==> config.mk <==
export PLATFORM = sky130hd
export DESIGN_NAME = ts_top
export DESIGN_NICKNAME = d
export VERILOG_FILES = /design/src/rtl/ts_pkg.sv /design/src/rtl/ts_layer_seq.sv /design/src/rtl/ts_mem.sv /design/src/rtl/ts_mem_arb.sv /design/src/rtl/ts_sprite_scan.sv /design/src/rtl/ts_tile_scan.sv /design/src/rtl/ts_top.sv
export SDC_FILE = /design/constraint.sdc
export NUM_CORES = 2
export LEC_CHECK = 0
export BUFFER_PORTS_ARGS = -buffer_cell sky130_fd_sc_hd__buf_4
export CORE_UTILIZATION = 50
export DETAILED_ROUTE_END_ITERATION = 10
export PLACE_DENSITY = 0.69
export SETUP_SLACK_MARGIN = 0.5
export SLEW_MARGIN = 20
export SYNTH_ARGS = -nofsm -noshare
export SYNTH_HDL_FRONTEND = slang
export SYNTH_SLANG_ARGS = --single-unit
export TNS_END_PERCENT = 1
==> constraint.sdc <==
create_clock -name clk -period 7.9 [get_ports clk]
set_input_delay 1.58 -clock clk [delete_from_list [all_inputs] [get_ports clk]]
set_output_delay 1.58 -clock clk [all_outputs]
set_load 0.01 [all_outputs]
==> src/rtl/ts_pkg.sv <==
// shared sizes, memory map, descriptor fields and enums, imported by every scanner file
`default_nettype none

package ts_pkg;

	// descriptor memory geometry
	localparam int MEM_AW = 8;
	localparam int MEM_DW = 16;

	// sprite descriptors occupy the low words
	localparam int NUM_SPRITES = 42;
	localparam int SPR_WORDS = 3;

	// tile maps, one block of 64 words per tile layer
	localparam int TMAP_BASE = 128;
	localparam int TMAP_WORDS = 64;
	localparam int MAX_TILES = 46;
	localparam int TILE_PX = 8;

	// descriptor bit positions, shared by R0 and R1 where they line up
	localparam int F_CRD_MSB = 8;
	localparam int F_SZ_LSB = 9;
	localparam int F_SZ_MSB = 11;
	localparam int F_ACT = 13;
	localparam int F_LEAP = 14;
	localparam int F_FLIP = 15;

	// R2 and tile-map word layout
	localparam int F_TNUM_MSB = 11;
	localparam int F_PAL_LSB = 12;

	// ts_conf enables
	localparam int CONF_SPR = 7;
	localparam int CONF_T1 = 6;
	localparam int CONF_T0 = 5;

	typedef enum logic [2:0] {S0, T0, S1, T1, S2, L_END, L_BEG} ts_layer_e;

	typedef enum logic [1:0] {R0, R1, R2} spr_word_e;

	typedef enum logic [1:0] {OWN_NONE, OWN_CPU, OWN_SPR, OWN_TILE} arb_owner_e;

endpackage

`default_nettype wire

==> src/rtl/ts_layer_seq.sv <==
// per-line layer sequencer, starts each enabled scanner in order and routes its jobs out
`default_nettype none
`timescale 1ns/100ps

module ts_layer_seq import ts_pkg::*;
(
	input  logic        clk,
	input  logic        rst_n,
	input  logic        start,
	input  logic [7:0]  ts_conf,
	output logic        ts_busy,
	output logic        spr_go,
	output logic [5:0]  spr_first,
	input  logic        spr_fin,
	input  logic [5:0]  spr_next,
	output logic        tile_go,
	output logic        tile_layer,
	input  logic        tile_fin,
	input  logic        spr_job_req,
	output logic        spr_job_done,
	input  logic [8:0]  spr_job_x,
	input  logic [2:0]  spr_job_xs,
	input  logic        spr_job_xf,
	input  logic [11:0] spr_job_tnum,
	input  logic [5:0]  spr_job_row,
	input  logic [3:0]  spr_job_pal,
	input  logic        tile_job_req,
	output logic        tile_job_done,
	input  logic [8:0]  tile_job_x,
	input  logic [2:0]  tile_job_xs,
	input  logic        tile_job_xf,
	input  logic [11:0] tile_job_tnum,
	input  logic [5:0]  tile_job_row,
	input  logic [3:0]  tile_job_pal,
	output logic        tsr_go,
	input  logic        tsr_done,
	output logic [8:0]  tsr_x,
	output logic [2:0]  tsr_xs,
	output logic        tsr_xf,
	output logic [11:0] tsr_tnum,
	output logic [5:0]  tsr_row,
	output logic [3:0]  tsr_pal
);

	ts_layer_e  layer, nxt;
	logic       go_q;
	logic       launched;
	logic [5:0] spr_idx;
	logic       s_en, t0_en, t1_en;
	logic       is_spr, is_tile;
	logic       fin;

	assign s_en = ts_conf[CONF_SPR];
	assign t0_en = ts_conf[CONF_T0];
	assign t1_en = ts_conf[CONF_T1];
	assign is_spr = (layer == S0) || (layer == S1) || (layer == S2);
	assign is_tile = (layer == T0) || (layer == T1);
	assign fin = is_spr ? spr_fin : tile_fin;

	assign ts_busy = layer != L_END;
	assign spr_go = go_q && is_spr;
	assign tile_go = go_q && is_tile;
	assign tile_layer = layer == T1;
	assign spr_first = spr_idx;

	// fall through to the next enabled layer
	always_comb
	begin
		case (layer)
			L_BEG: nxt = s_en ? S0 : t0_en ? T0 : t1_en ? T1 : L_END;
			S0: nxt = t0_en ? T0 : s_en ? S1 : t1_en ? T1 : L_END;
			T0: nxt = s_en ? S1 : t1_en ? T1 : L_END;
			S1: nxt = t1_en ? T1 : s_en ? S2 : L_END;
			T1: nxt = s_en ? S2 : L_END;
			default: nxt = L_END;
		endcase
	end

	always_ff @(posedge clk)
	begin
		if (!rst_n)
		begin
			layer    <= L_END;
			go_q     <= 1'b0;
			launched <= 1'b0;
			spr_idx  <= '0;
		end
		else if (layer == L_END)
		begin
			if (start)
			begin
				layer   <= L_BEG;
				spr_idx <= '0;
			end
		end
		else if (layer == L_BEG)
			layer <= nxt;
		else if (!launched)
		begin
			go_q     <= 1'b1;
			launched <= 1'b1;
		end
		else if (go_q)
		begin
			if (fin)
			begin
				go_q <= 1'b0;
				// next sprite layer resumes where this one stopped
				if (is_spr)
					spr_idx <= spr_next;
			end
		end
		else if (!fin)
		begin
			launched <= 1'b0;
			layer    <= nxt;
		end
	end

	// only the active layer's scanner reaches the renderer
	assign tsr_go = is_spr ? spr_job_req : (is_tile && tile_job_req);
	assign spr_job_done = is_spr && tsr_done;
	assign tile_job_done = is_tile && tsr_done;
	assign tsr_x = is_spr ? spr_job_x : tile_job_x;
	assign tsr_xs = is_spr ? spr_job_xs : tile_job_xs;
	assign tsr_xf = is_spr ? spr_job_xf : tile_job_xf;
	assign tsr_tnum = is_spr ? spr_job_tnum : tile_job_tnum;
	assign tsr_row = is_spr ? spr_job_row : tile_job_row;
	assign tsr_pal = is_spr ? spr_job_pal : tile_job_pal;

	// a pending render job keeps its payload until the renderer answers
	a_tsr_hold: assert property (@(posedge clk) disable iff (!rst_n)
		tsr_go && !tsr_done |=> tsr_go
			&& $stable({tsr_x, tsr_xs, tsr_xf, tsr_tnum, tsr_row, tsr_pal}));

endmodule

`default_nettype wire

==> src/rtl/ts_mem.sv <==
// single-port descriptor and tile-map RAM, one write or registered read per cycle
`default_nettype none
`timescale 1ns/100ps

module ts_mem import ts_pkg::*;
(
	input  logic              clk,
	input  logic              we,
	input  logic [MEM_AW-1:0] addr,
	input  logic [MEM_DW-1:0] wdata,
	output logic [MEM_DW-1:0] rdata
);

	logic [MEM_DW-1:0] mem [0:(1 << MEM_AW) - 1];

	// read data shows up the cycle after the address
	always_ff @(posedge clk)
	begin
		if (we)
			mem[addr] <= wdata;
		rdata <= mem[addr];
	end

endmodule

`default_nettype wire

==> src/rtl/ts_mem_arb.sv <==
// fixed-priority arbiter sharing ts_mem between the CPU writer and both scanners
`default_nettype none
`timescale 1ns/100ps

module ts_mem_arb import ts_pkg::*;
(
	input  logic              clk,
	input  logic              rst_n,
	input  logic              cpu_req,
	output logic              cpu_ack,
	input  logic [MEM_AW-1:0] cpu_addr,
	input  logic [MEM_DW-1:0] cpu_wdata,
	input  logic              spr_req,
	output logic              spr_ack,
	input  logic [MEM_AW-1:0] spr_addr,
	output logic [MEM_DW-1:0] spr_rdata,
	input  logic              tile_req,
	output logic              tile_ack,
	input  logic [MEM_AW-1:0] tile_addr,
	output logic [MEM_DW-1:0] tile_rdata,
	output logic              mem_we,
	output logic [MEM_AW-1:0] mem_addr,
	output logic [MEM_DW-1:0] mem_wdata,
	input  logic [MEM_DW-1:0] mem_rdata
);

	arb_owner_e        owner;
	logic              cnt;
	logic              own_req;
	logic              own_ack;
	logic [MEM_DW-1:0] rd_q;

	always_comb
	begin
		case (owner)
			OWN_SPR:
			begin
				own_req  = spr_req;
				mem_addr = spr_addr;
			end
			OWN_TILE:
			begin
				own_req  = tile_req;
				mem_addr = tile_addr;
			end
			OWN_CPU:
			begin
				own_req  = cpu_req;
				mem_addr = cpu_addr;
			end
			default:
			begin
				own_req  = 1'b0;
				mem_addr = cpu_addr;
			end
		endcase
	end

	assign own_ack = cpu_ack | spr_ack | tile_ack;
	// single write in the first owned cycle
	assign mem_we = (owner == OWN_CPU) && !cnt && !own_ack;
	assign mem_wdata = cpu_wdata;
	assign spr_rdata = rd_q;
	assign tile_rdata = rd_q;

	always_ff @(posedge clk)
	begin
		if (!rst_n)
		begin
			owner    <= OWN_NONE;
			cnt      <= 1'b0;
			cpu_ack  <= 1'b0;
			spr_ack  <= 1'b0;
			tile_ack <= 1'b0;
		end
		else if (owner == OWN_NONE)
		begin
			cnt <= 1'b0;
			if (cpu_req)
				owner <= OWN_CPU;
			else if (spr_req)
				owner <= OWN_SPR;
			else if (tile_req)
				owner <= OWN_TILE;
		end
		else if (!own_ack)
		begin
			// second owned cycle sees the registered read
			if (cnt)
			begin
				cpu_ack  <= owner == OWN_CPU;
				spr_ack  <= owner == OWN_SPR;
				tile_ack <= owner == OWN_TILE;
			end
			cnt <= 1'b1;
		end
		else if (!own_req)
		begin
			cpu_ack  <= 1'b0;
			spr_ack  <= 1'b0;
			tile_ack <= 1'b0;
			owner    <= OWN_NONE;
		end
	end

	// held for the owner until its ack falls
	always_ff @(posedge clk)
	begin
		if (owner != OWN_NONE && !own_ack && cnt)
			rd_q <= mem_rdata;
	end

	// the owner keeps its request and address steady until acked
	a_req_hold: assert property (@(posedge clk) disable iff (!rst_n)
		own_req && !own_ack |=> own_ack
			|| (own_req && $stable(mem_addr)));

endmodule

`default_nettype wire

==> src/rtl/ts_sprite_scan.sv <==
// sprite layer scanner, fetches descriptors from the resume index and sends a job per line hit
`default_nettype none
`timescale 1ns/100ps

module ts_sprite_scan import ts_pkg::*;
(
	input  logic              clk,
	input  logic              rst_n,
	input  logic [8:0]        line,
	input  logic              spr_go,
	input  logic [5:0]        spr_first,
	output logic              spr_fin,
	output logic [5:0]        spr_next,
	output logic              mem_req,
	input  logic              mem_ack,
	output logic [MEM_AW-1:0] mem_addr,
	input  logic [MEM_DW-1:0] mem_rdata,
	output logic              job_req,
	input  logic              job_done,
	output logic [8:0]        job_x,
	output logic [2:0]        job_xs,
	output logic              job_xf,
	output logic [11:0]       job_tnum,
	output logic [5:0]        job_row,
	output logic [3:0]        job_pal
);

	typedef enum logic [2:0] {SP_IDLE, SP_MREQ, SP_MREL, SP_JOB, SP_JREL, SP_NEXT, SP_FIN}
		sp_state_e;

	sp_state_e         state;
	spr_word_e         word;
	logic [5:0]        idx;
	logic [MEM_DW-1:0] r0_q, r1_q, r2_q;
	logic [6:0]        x_len, y_len;
	logic [9:0]        y_top, y_end;
	logic [5:0]        y_ofs;
	logic              hit;
	logic              last;

	assign mem_req = state == SP_MREQ;
	assign job_req = state == SP_JOB;
	assign spr_fin = state == SP_FIN;
	assign mem_addr = MEM_AW'(idx * SPR_WORDS + word);

	// sizes in pixels
	assign x_len = 7'((r0_q[F_SZ_MSB:F_SZ_LSB] + 4'd1) * TILE_PX);
	assign y_len = 7'((r1_q[F_SZ_MSB:F_SZ_LSB] + 4'd1) * TILE_PX);

	// vertical hit test, one extra bit so Y + size does not wrap
	assign y_top = {1'b0, r1_q[F_CRD_MSB:0]};
	assign y_end = y_top + 10'(y_len);
	assign hit = r0_q[F_ACT] && ({1'b0, line} >= y_top) && ({1'b0, line} < y_end);
	assign y_ofs = 6'(line - r1_q[F_CRD_MSB:0]);
	assign last = r0_q[F_LEAP] || (idx == 6'(NUM_SPRITES - 1));

	assign job_xs = r0_q[F_SZ_MSB:F_SZ_LSB];
	assign job_xf = r0_q[F_FLIP];
	// flipped sprites start from their right edge, wrapping at 512
	assign job_x = r0_q[F_FLIP] ? r0_q[F_CRD_MSB:0] + 9'(x_len) - 9'd1 : r0_q[F_CRD_MSB:0];
	assign job_row = r1_q[F_FLIP] ? 6'(y_len - 7'd1) - y_ofs : y_ofs;
	assign job_tnum = r2_q[F_TNUM_MSB:0];
	assign job_pal = r2_q[MEM_DW-1:F_PAL_LSB];

	always_ff @(posedge clk)
	begin
		if (!rst_n)
		begin
			state    <= SP_IDLE;
			word     <= R0;
			idx      <= '0;
			spr_next <= '0;
		end
		else
		begin
			case (state)
				SP_IDLE:
					if (spr_go)
					begin
						idx  <= spr_first;
						word <= R0;
						// table already exhausted on an earlier layer
						if (spr_first >= 6'(NUM_SPRITES))
						begin
							spr_next <= spr_first;
							state    <= SP_FIN;
						end
						else
							state <= SP_MREQ;
					end
				SP_MREQ:
					if (mem_ack)
						state <= SP_MREL;
				SP_MREL:
					if (!mem_ack)
					begin
						case (word)
							R0:
							begin
								word  <= R1;
								state <= SP_MREQ;
							end
							R1:
							begin
								// misses skip the R2 read
								word  <= R2;
								state <= hit ? SP_MREQ : SP_NEXT;
							end
							default:
								state <= SP_JOB;
						endcase
					end
				SP_JOB:
					if (job_done)
						state <= SP_JREL;
				SP_JREL:
					if (!job_done)
						state <= SP_NEXT;
				SP_NEXT:
					if (last)
					begin
						spr_next <= idx + 6'd1;
						state    <= SP_FIN;
					end
					else
					begin
						idx   <= idx + 6'd1;
						word  <= R0;
						state <= SP_MREQ;
					end
				SP_FIN:
					if (!spr_go)
						state <= SP_IDLE;
				default:
					state <= SP_IDLE;
			endcase
		end
	end

	always_ff @(posedge clk)
	begin
		if (state == SP_MREQ && mem_ack)
		begin
			case (word)
				R0: r0_q <= mem_rdata;
				R1: r1_q <= mem_rdata;
				default: r2_q <= mem_rdata;
			endcase
		end
	end

	// sequencer only starts a sprite layer once the last job is retired
	a_go_no_job: assert property (@(posedge clk) disable iff (!rst_n)
		$rose(spr_go) |-> !job_req);

endmodule

`default_nettype wire

==> src/rtl/ts_tile_scan.sv <==
// tile layer scanner, reads one row of tile-map words and sends one job per tile
`default_nettype none
`timescale 1ns/100ps

module ts_tile_scan import ts_pkg::*;
(
	input  logic              clk,
	input  logic              rst_n,
	input  logic [8:0]        line,
	input  logic [5:0]        num_tiles,
	input  logic              tile_go,
	input  logic              tile_layer,
	output logic              tile_fin,
	output logic              mem_req,
	input  logic              mem_ack,
	output logic [MEM_AW-1:0] mem_addr,
	input  logic [MEM_DW-1:0] mem_rdata,
	output logic              job_req,
	input  logic              job_done,
	output logic [8:0]        job_x,
	output logic [2:0]        job_xs,
	output logic              job_xf,
	output logic [11:0]       job_tnum,
	output logic [5:0]        job_row,
	output logic [3:0]        job_pal
);

	typedef enum logic [2:0] {TL_IDLE, TL_MREQ, TL_MREL, TL_JOB, TL_JREL, TL_FIN} tl_state_e;

	tl_state_e         state;
	logic              layer_q;
	logic [5:0]        idx;
	logic [5:0]        count;
	logic [MEM_DW-1:0] word_q;

	assign mem_req = state == TL_MREQ;
	assign job_req = state == TL_JOB;
	assign tile_fin = state == TL_FIN;
	assign mem_addr = MEM_AW'(TMAP_BASE + TMAP_WORDS * layer_q + idx);

	assign job_x = 9'(idx * TILE_PX);
	assign job_xs = '0;
	assign job_xf = 1'b0;
	assign job_row = 6'(line % TILE_PX);
	assign job_tnum = word_q[F_TNUM_MSB:0];
	assign job_pal = word_q[MEM_DW-1:F_PAL_LSB];

	always_ff @(posedge clk)
	begin
		if (!rst_n)
		begin
			state   <= TL_IDLE;
			layer_q <= 1'b0;
			idx     <= '0;
			count   <= '0;
		end
		else
		begin
			case (state)
				TL_IDLE:
					if (tile_go)
					begin
						layer_q <= tile_layer;
						idx     <= '0;
						count   <= (num_tiles > 6'(MAX_TILES)) ? 6'(MAX_TILES) : num_tiles;
						state   <= (num_tiles == '0) ? TL_FIN : TL_MREQ;
					end
				TL_MREQ:
					if (mem_ack)
						state <= TL_MREL;
				TL_MREL:
					if (!mem_ack)
						state <= TL_JOB;
				TL_JOB:
					if (job_done)
						state <= TL_JREL;
				TL_JREL:
					if (!job_done)
					begin
						if (idx == count - 6'd1)
							state <= TL_FIN;
						else
						begin
							idx   <= idx + 6'd1;
							state <= TL_MREQ;
						end
					end
				TL_FIN:
					if (!tile_go)
						state <= TL_IDLE;
				default:
					state <= TL_IDLE;
			endcase
		end
	end

	always_ff @(posedge clk)
	begin
		if (state == TL_MREQ && mem_ack)
			word_q <= mem_rdata;
	end

endmodule

`default_nettype wire

==> src/rtl/ts_top.sv <==
// scanner top level, connects the layer sequencer, both scanners, the arbiter and the RAM
`default_nettype none
`timescale 1ns/100ps

module ts_top import ts_pkg::*;
(
	input  logic              clk,
	input  logic              rst_n,
	input  logic              start,
	input  logic [8:0]        line,
	input  logic [7:0]        ts_conf,
	input  logic [5:0]        num_tiles,
	output logic              ts_busy,
	input  logic              cpu_req,
	output logic              cpu_ack,
	input  logic [MEM_AW-1:0] cpu_addr,
	input  logic [MEM_DW-1:0] cpu_wdata,
	output logic              tsr_go,
	input  logic              tsr_done,
	output logic [8:0]        tsr_x,
	output logic [2:0]        tsr_xs,
	output logic              tsr_xf,
	output logic [11:0]       tsr_tnum,
	output logic [5:0]        tsr_row,
	output logic [3:0]        tsr_pal
);

	// sequencer to scanner commands
	logic              spr_go, spr_fin, tile_go, tile_layer, tile_fin;
	logic [5:0]        spr_first, spr_next;

	// scanner memory ports
	logic              spr_mem_req, spr_mem_ack, tile_mem_req, tile_mem_ack;
	logic [MEM_AW-1:0] spr_mem_addr, tile_mem_addr, mem_addr;
	logic [MEM_DW-1:0] spr_mem_rdata, tile_mem_rdata, mem_wdata, mem_rdata;
	logic              mem_we;

	// scanner jobs
	logic              spr_job_req, spr_job_done, spr_job_xf;
	logic              tile_job_req, tile_job_done, tile_job_xf;
	logic [8:0]        spr_job_x, tile_job_x;
	logic [2:0]        spr_job_xs, tile_job_xs;
	logic [11:0]       spr_job_tnum, tile_job_tnum;
	logic [5:0]        spr_job_row, tile_job_row;
	logic [3:0]        spr_job_pal, tile_job_pal;

	ts_layer_seq u_seq (
		.clk, .rst_n, .start, .ts_conf, .ts_busy,
		.spr_go, .spr_first, .spr_fin, .spr_next,
		.tile_go, .tile_layer, .tile_fin,
		.spr_job_req, .spr_job_done, .spr_job_x, .spr_job_xs, .spr_job_xf,
		.spr_job_tnum, .spr_job_row, .spr_job_pal,
		.tile_job_req, .tile_job_done, .tile_job_x, .tile_job_xs, .tile_job_xf,
		.tile_job_tnum, .tile_job_row, .tile_job_pal,
		.tsr_go, .tsr_done, .tsr_x, .tsr_xs, .tsr_xf, .tsr_tnum, .tsr_row, .tsr_pal
	);

	ts_sprite_scan u_spr (
		.clk, .rst_n, .line, .spr_go, .spr_first, .spr_fin, .spr_next,
		.mem_req(spr_mem_req), .mem_ack(spr_mem_ack),
		.mem_addr(spr_mem_addr), .mem_rdata(spr_mem_rdata),
		.job_req(spr_job_req), .job_done(spr_job_done), .job_x(spr_job_x),
		.job_xs(spr_job_xs), .job_xf(spr_job_xf), .job_tnum(spr_job_tnum),
		.job_row(spr_job_row), .job_pal(spr_job_pal)
	);

	ts_tile_scan u_tile (
		.clk, .rst_n, .line, .num_tiles, .tile_go, .tile_layer, .tile_fin,
		.mem_req(tile_mem_req), .mem_ack(tile_mem_ack),
		.mem_addr(tile_mem_addr), .mem_rdata(tile_mem_rdata),
		.job_req(tile_job_req), .job_done(tile_job_done), .job_x(tile_job_x),
		.job_xs(tile_job_xs), .job_xf(tile_job_xf), .job_tnum(tile_job_tnum),
		.job_row(tile_job_row), .job_pal(tile_job_pal)
	);

	ts_mem_arb u_arb (
		.clk, .rst_n, .cpu_req, .cpu_ack, .cpu_addr, .cpu_wdata,
		.spr_req(spr_mem_req), .spr_ack(spr_mem_ack),
		.spr_addr(spr_mem_addr), .spr_rdata(spr_mem_rdata),
		.tile_req(tile_mem_req), .tile_ack(tile_mem_ack),
		.tile_addr(tile_mem_addr), .tile_rdata(tile_mem_rdata),
		.mem_we, .mem_addr, .mem_wdata, .mem_rdata
	);

	ts_mem u_mem (
		.clk, .we(mem_we), .addr(mem_addr), .wdata(mem_wdata), .rdata(mem_rdata)
	);

endmodule

`default_nettype wire

# --- Word level (Yosys, flattened, before mapping) ---
# Memory sizes are Yosys's and may differ from the RTL's. A register that Yosys moved wholly into a read port is not among the register bits.
# Index checks and enable logic that the tools add are counted.
word_totals:
  reg_bits: 130
  mem_bits_rw: 4096
  input_bits: 52
  output_inout_bits: 38
  elab_cells: 241
  memories: 1
classes:
  add_sub_neg: 14
  multipliers: 1
  order_cmp: 4
  eq_ne: 48
  n_mux: 91
  bitwise: 7
  reduce_logical: 53
memory_table:
  columns: ["memory", "words", "word_bits", "read_ports", "rd_ports_with_merged_regs", "wr", "line", "rtl"]
  rows:
  - ["u_mem.mem", 256, 16, 1, 1, 1, "ts_mem.sv:14", "logic [MEM_DW-1:0] mem [0:(1 << MEM_AW) - 1];"]
ops:
  columns: ["cell", "n"]
  rows:
  - ["two-way mux 6 bit", 18]
  - ["two-way mux 3 bit", 30]
  - ["case mux 6 bit (2 select lines)", 3]
  - ["!= test 2 bit (second input constant)", 13]
  - ["== test 3 bit (second input constant)", 8]
  - ["case mux 3 bit (7 select lines)", 1]
  - ["two-way mux 1 bit", 19]
  - ["== test 3 x 2 -> 1 bit (second input constant)", 6]
  - ["two-way mux 2 bit", 9]
  - ["two-way mux 9 bit", 2]
  - ["case mux 3 bit (6 select lines)", 1]
  - ["AND reduction 6 bit", 3]
  - ["nonzero test 2 bit", 9]
  - ["case mux 8 bit (2 select lines)", 1]
  - ["case mux 3 bit (5 select lines)", 1]
  - ["!= test 2 x 1 -> 1 bit (second input constant)", 7]
  - ["logical AND 1 bit", 13]
  - ["adder 6 x 1 -> 6 bit (second input constant)", 2]
  - ["two-way mux 12 bit", 1]
  - ["AND reduction 4 bit", 3]
  - ["subtractor 6 x 1 -> 6 bit (second input constant)", 2]
  - ["subtractor 6 bit", 2]
  - ["adder 9 x 7 -> 10 bit", 1]
  - ["less-than comparator 9 x 10 -> 1 bit", 1]
  - ["35 further kinds", 62]

# --- Depth between registers and ports, before layout ---
logic_depth:
  depth_word: 9
  ltp_mapped: 17
  depth_no_buf: 14

# --- Cells and area by module ---
# Synthesis repeated with hierarchy kept, for this count alone.
hier_totals:
  cells_unflattened: 7519
  hier_area_um2: 163401.7
by_module_without_submodules:
  columns: ["mod", "n_inst", "cells_per_inst", "area_each_um2", "seq_area_each_um2"]
  rows:
  - ["ts_mem", 1, 6727, 155399.0, 123318.3]
  - ["ts_sprite_scan", 1, 393, 3940.0, 1661.6]
  - ["ts_tile_scan", 1, 176, 1773.0, 800.8]
  - ["ts_mem_arb", 1, 111, 1223.7, 600.6]
  - ["ts_layer_seq", 1, 112, 1066.0, 220.2]

# --- Worst setup path after synthesis ---
# No wires, ideal clock.
synth_timing:
  path_kind: "in2out"
  startpoint: "input line[0]"
  endpoint: "output tsr_row[5]"
  t_arrival_ns: 3.710
  required_time_ns: 6.320
  slack_ns: 2.610
  path_stages: 13
  path_buffers: 0
  path_cell_list: "inv_1 > ha_1 > inv_1 > fa_1 > a21o_1 > a21oi_1 > xnor2_1 > fa_1 > xor2_1 > nand2_1 > xor2_1 > xnor2_1 > nor2_1"
synth_between:
  elab_chain_cells: 4
synth_lines:
  columns: ["element", "line", "rtl"]
  rows:
  - ["start, declared", "ts_top.sv:10", "input logic [8:0] line,"]
  - ["subtractor 6 bit *", "ts_sprite_scan.sv:54", "assign y_ofs = 6'(line - r1_q[F_CRD_MSB:0]);"]
  - ["subtractor 6 bit", "ts_sprite_scan.sv:61", "assign job_row = r1_q[F_FLIP] ? 6'(y_len - 7'd1) - y_ofs : y_ofs;"]
  - ["two-way mux 6 bit *", "ts_sprite_scan.sv:61", null]
  - ["two-way mux 6 bit *", "ts_layer_seq.sv:128", "assign tsr_row = is_spr ? spr_job_row : tile_job_row;"]
  - ["end, declared", "ts_top.sv:24", "output logic [5:0] tsr_row,"]
# Mark *: on every way between the ends. The rest lies on a longest branch, timed or not.

# --- Final worst setup path ---
layout_timing:
  startpoint: "register u_spr.idx[0]"
  endpoint: "register u_mem.rdata[4], read port of u_mem.mem"
layout_between:
  elab_chain_cells: 3
layout_lines:
  columns: ["element", "line", "rtl"]
  rows:
  - ["start, declared", "ts_sprite_scan.sv:33", "logic [5:0] idx;"]
  - ["start signal, assigned", "ts_sprite_scan.sv:80", "idx <= spr_first;"]
  - ["start signal, assigned", "ts_sprite_scan.sv:127", "idx <= idx + 6'd1;"]
  - ["multiplier 6 x 2 -> 8 bit", "ts_sprite_scan.sv:44", "assign mem_addr = MEM_AW'(idx * SPR_WORDS + word);"]
  - ["adder 8 x 2 -> 8 bit", "ts_sprite_scan.sv:44", null]
  - ["case mux 8 bit (2 select lines)", "ts_mem_arb.sv:35", "case (owner)"]
  - ["end, declared", "ts_mem.sv:11", "output logic [MEM_DW-1:0] rdata"]
# Every way passes these cells.
# A chain may end at the register's enable or synchronous reset.

==> impl_metrics.py <==
metrics = {
    "run_status": {
        "outcome": "finished, violations left",
        "violations": "design-rule violations",
    },
    "cells_and_area": {
        "ff_latch_area_sq_um": 127000,
        "final_util": 0.563,
        "nFillCells": 24576,
        "multi_input_area_sq_um": 36600,
        "drive_gt1_frac": 0.156,
        "area_delta_synth_final_pct": 11.9,
        "fin_cells": 15227,
        "nets": 10619,
    },
    "power_and_ir_drop": {
        "design_power_total_w": 0.0517,
        "pwr-share-seq": 0.484,
        "clkPwrFrac": 0.364,
        "power_density_nw_per_um2": 278,
        "switching_share": 0.269,
        "max-vdd-ir-drop_mv": 0.198,
        "pwr-share-comb": 0.152,
        "p_leak_nw": 60.8,
        "p_sw_w": 0.0139,
        "power.internal_w": 0.0378,
    },
    "floorplan": {
        "die_x_um": 579,
        "rows": 211,
        "initial_core_util": 0.503,
        "io_pins": 90,
        "core_area_sq_um": 331000,
        "dieHeight_um": 579,
        "die-area_sq_um": 335000,
    },
    "clocking": {
        "cts_tree": "done",
        "root_buffer": "clkbuf_16",
        "clock_latency_ns": 0.96,
        "cts_buffer_depth": 4,
        "cts-hold-fix-buffers": 0,
        "postCtsSetupBuffers": 0,
        "cts_max_level": 5,
        "clk_pin_slew_ns": 0.06,
        "cts_buffers": 410,
        "cts.sinks": 4238,
        "postCtsResizedCells": 0,
    },
    "timing": {
        "finalSetupViolCount": 0,
        "tns_ns": 0,
        "worstMarginPinSlew_ns": 1.30,
        "fin_crit_ns": 6.33,
        "grt_setup_unrepaired": "no",
        "maxSlewHeadroom": 0.130,
        "fin_hold_ws_ns": 0.459,
        "hold_violations": 0,
        "slew_violations": 0,
        "fin_crit_sh": 0.801,
        "finClkSkew_ns": 0.0412,
        "maxClockFrequency_ghz": 0.158,
    },
    "logic_synthesis": {
        "synth_fp_nets": 10351,
        "synth-edff-count": 4172,
        "yosysWarnings": 0,
        "ys_types": 66,
        "ys_seq_area_frac": 0.761,
        "syn_area_sq_um": 166000,
        "synth_top_area_share": 0.753,
        "synthFlopType": "edfxtp_1",
        "async_flop_share": 0,
        "synth.area.top_cells": "edfxtp_1, mux4_2, nand2_1, nand3_1, a22oi_1",
        "syn_avg_cell_area_sq_um": 16.2,
        "synth_top_area_cell": "edfxtp_1",
        "syn-instance-count": 10243,
        "ys_ff_latch": 4238,
    },
    "critical_path": {
        "critPathArrivalTime_ns": 7.15,
        "cpMaxStageDelayCell": "nor4_1",
        "cp_data_required_time_ns": 8.72,
        "cpPeakStageDelay_ns": 0.85,
        "path_cells": "fa_1 > ha_1 > fa_1 > xor2_1 > o211ai_1 > and2_1 > nor2_4 > buf_12 > a22oi_1 > a21oi_1 > nor4_1 > nand4_1 > o21bai_1",
        "cp-end-kind": "register",
        "cp_common_cell": "fa_1",
        "crit_fanout": 52,
        "start_kind": "register",
        "crit_type": "register to register",
        "cp_top_family": "simple AND/OR/NAND/NOR gates",
        "path_buf_inv": 1,
    },
    "grt": {
        "grt_max_degree": 185,
        "antenna_found_initial": 27,
        "first_global_vias": 92203,
        "track_usage": 0.269,
        "grt_overflow_total": 0,
        "grt_pass1_wl_um": 650000,
    },
    "drt": {
        "route.met3.wl_um": 53100,
        "drtPass1Iterations": 11,
        "wire_per_inst_um": 30.0,
        "top_layer_used": "met5",
        "m1WireLength_um": 170000,
        "via_per_inst": 6.31,
        "dr_wl_met2_um": 209000,
        "ant_nets": 0,
        "drt_iter0_markers": 14040,
        "num_vias": 96011,
        "post-route-drc-count": 3,
        "drt_wl_total_um": 457000,
    },
    "flow_run": {
        "drv_cap": 0,
    },
    "placed_design": {
        "io_buffer_count": 84,
        "placedCellCount": 14463,
        "dp.final_hpwl_um": 263000,
        "gp_congestion": 0.908,
    },
    "hold_path": {
        "min_path_type": "register to register",
    },
}
==> synthesized netlist by cell type (all sizes together) (20+ instances only) <==
cell type / n
nor4: 30
dfxtp: 66
mux4: 523
xnor2: 20
nor3: 20
a31oi: 86
nand2: 1945
nor2: 338
nor2b: 26
mux2i: 159
a221oi: 31
a21oi: 200
o21ai: 60
and3: 41
nand3: 1181
edfxtp: 4172
xor2: 20
clkbuf: 214
buf: 431
ha: 50
a22oi: 220
a22o: 30
nand4: 48
a41oi: 42
inv: 51
a32oi: 81
==> through the flow <==
stage	worst slack (ns)	instance area, sq um
2_1_floorplan	2.61	166000
3_3_place_gp	1.74	173000
3_5_place_dp	1.71	173000
4_1_cts	2.00	186000
5_1_grt	1.65	186000
6_report	1.57	186000
==> power by group through the flow <==
| stage | clock, W | sequential [W] | combinational, W |
|---|---|---|---|
| final | 0.0188 | 0.0250 | 0.00787 |
| after global routing | 0.0198 | 0.0250 | 0.00823 |
| after CTS | 0.0190 | 0.0250 | 0.00774 |
| after detailed placement | 0 | 0.0255 | 0.00770 |
| after global placement | 0 | 0.0255 | 0.00758 |
| after floorplan | 0 | 0.0254 | 0.00475 |
==> final cells by class <==
type,instances,area share
repair buffers,501,0.0242
flip-flops and latches,4238,0.680
inverters,53,0.00107
clock buffers,527,0.0581
diodes,22,0.000296
multi-input cells,5307,0.197
well taps,4366,0.0293
clock inverters,213,0.0106
==> worst paths after layout <==
check	start	endpoint	slack (ns)	depth (start not counted)
worst max-delay path	u_spr.idx[0]	u_mem.rdata[4]	1.57	13
worst min-delay path	u_mem.rdata[5]	u_arb.spr_rdata[5]	0.46	0
worst max register to register	u_spr.idx[0]	u_mem.rdata[4]	1.57	13
worst min register to register	u_mem.rdata[5]	u_arb.spr_rdata[5]	0.46	0
==> sequential cells by signal, summed over array words and instances, names as in the netlist, 2 cells and up <==
register	count
u_tile.count	6
u_tile.word_q	16
u_seq.layer	3
u_mem.rdata	16
u_tile.idx	6
u_mem.mem	4096
u_spr.state	3
u_spr.word	2
u_spr.r2_q	16
u_spr.idx	6
u_arb.owner	2
u_spr.spr_next	6
u_spr.r1_q	13
u_spr.r0_q	15
u_tile.state	3
u_arb.spr_rdata	16
u_seq.spr_first	6
==> layer usage <==
layer  GRT usage  vias to the layer above
met4       0.129                       18
met3      0.0630                      931
met5           0                        -
met2       0.412                     6012
met1       0.365                    48922
li1            -                    40128
==> cells by family (layout without fill, tap and decap cells) <==
kind of cell,count (synthesis),count (layout),share of synthesized area
AOI/OAI and AO/OA,839,839,0.0349
adders and majority gates,56,56,0.00448
muxes,685,685,0.0806
other,0,22,0
xor gates and xnor gates,40,40,0.00210
and+or+nand+nor,3687,3687,0.0954
DFF,4238,4238,0.761
buffers and inverters,698,1294,0.0219
==> layout by cell type (no fill, tap or decap), drive strengths merged, types with 8 or more instances in the layout <==
cell         n
edfxtp    4172
nand2     1945
nand3     1181
clkbuf     535
mux4       523
buf        493
nor2       338
a22oi      220
a21oi      200
clkinv     171
mux2i      159
a31oi       86
a32oi       81
dfxtp       66
inv         61
o21ai       60
ha          50
nand4       48
a41oi       42
and3        41
a221oi      31
a22o        30
nor4        30
nor2b       26
bufinv      26
diode       22
xnor2       20
xor2        20
nor3        20
o22ai       17
and2        17
nand2b      14
a21o        12
a21boi      11
or3          9
or4          9
clkinvlp     8
No activity file was read; power rests on OpenSTA's default activity.
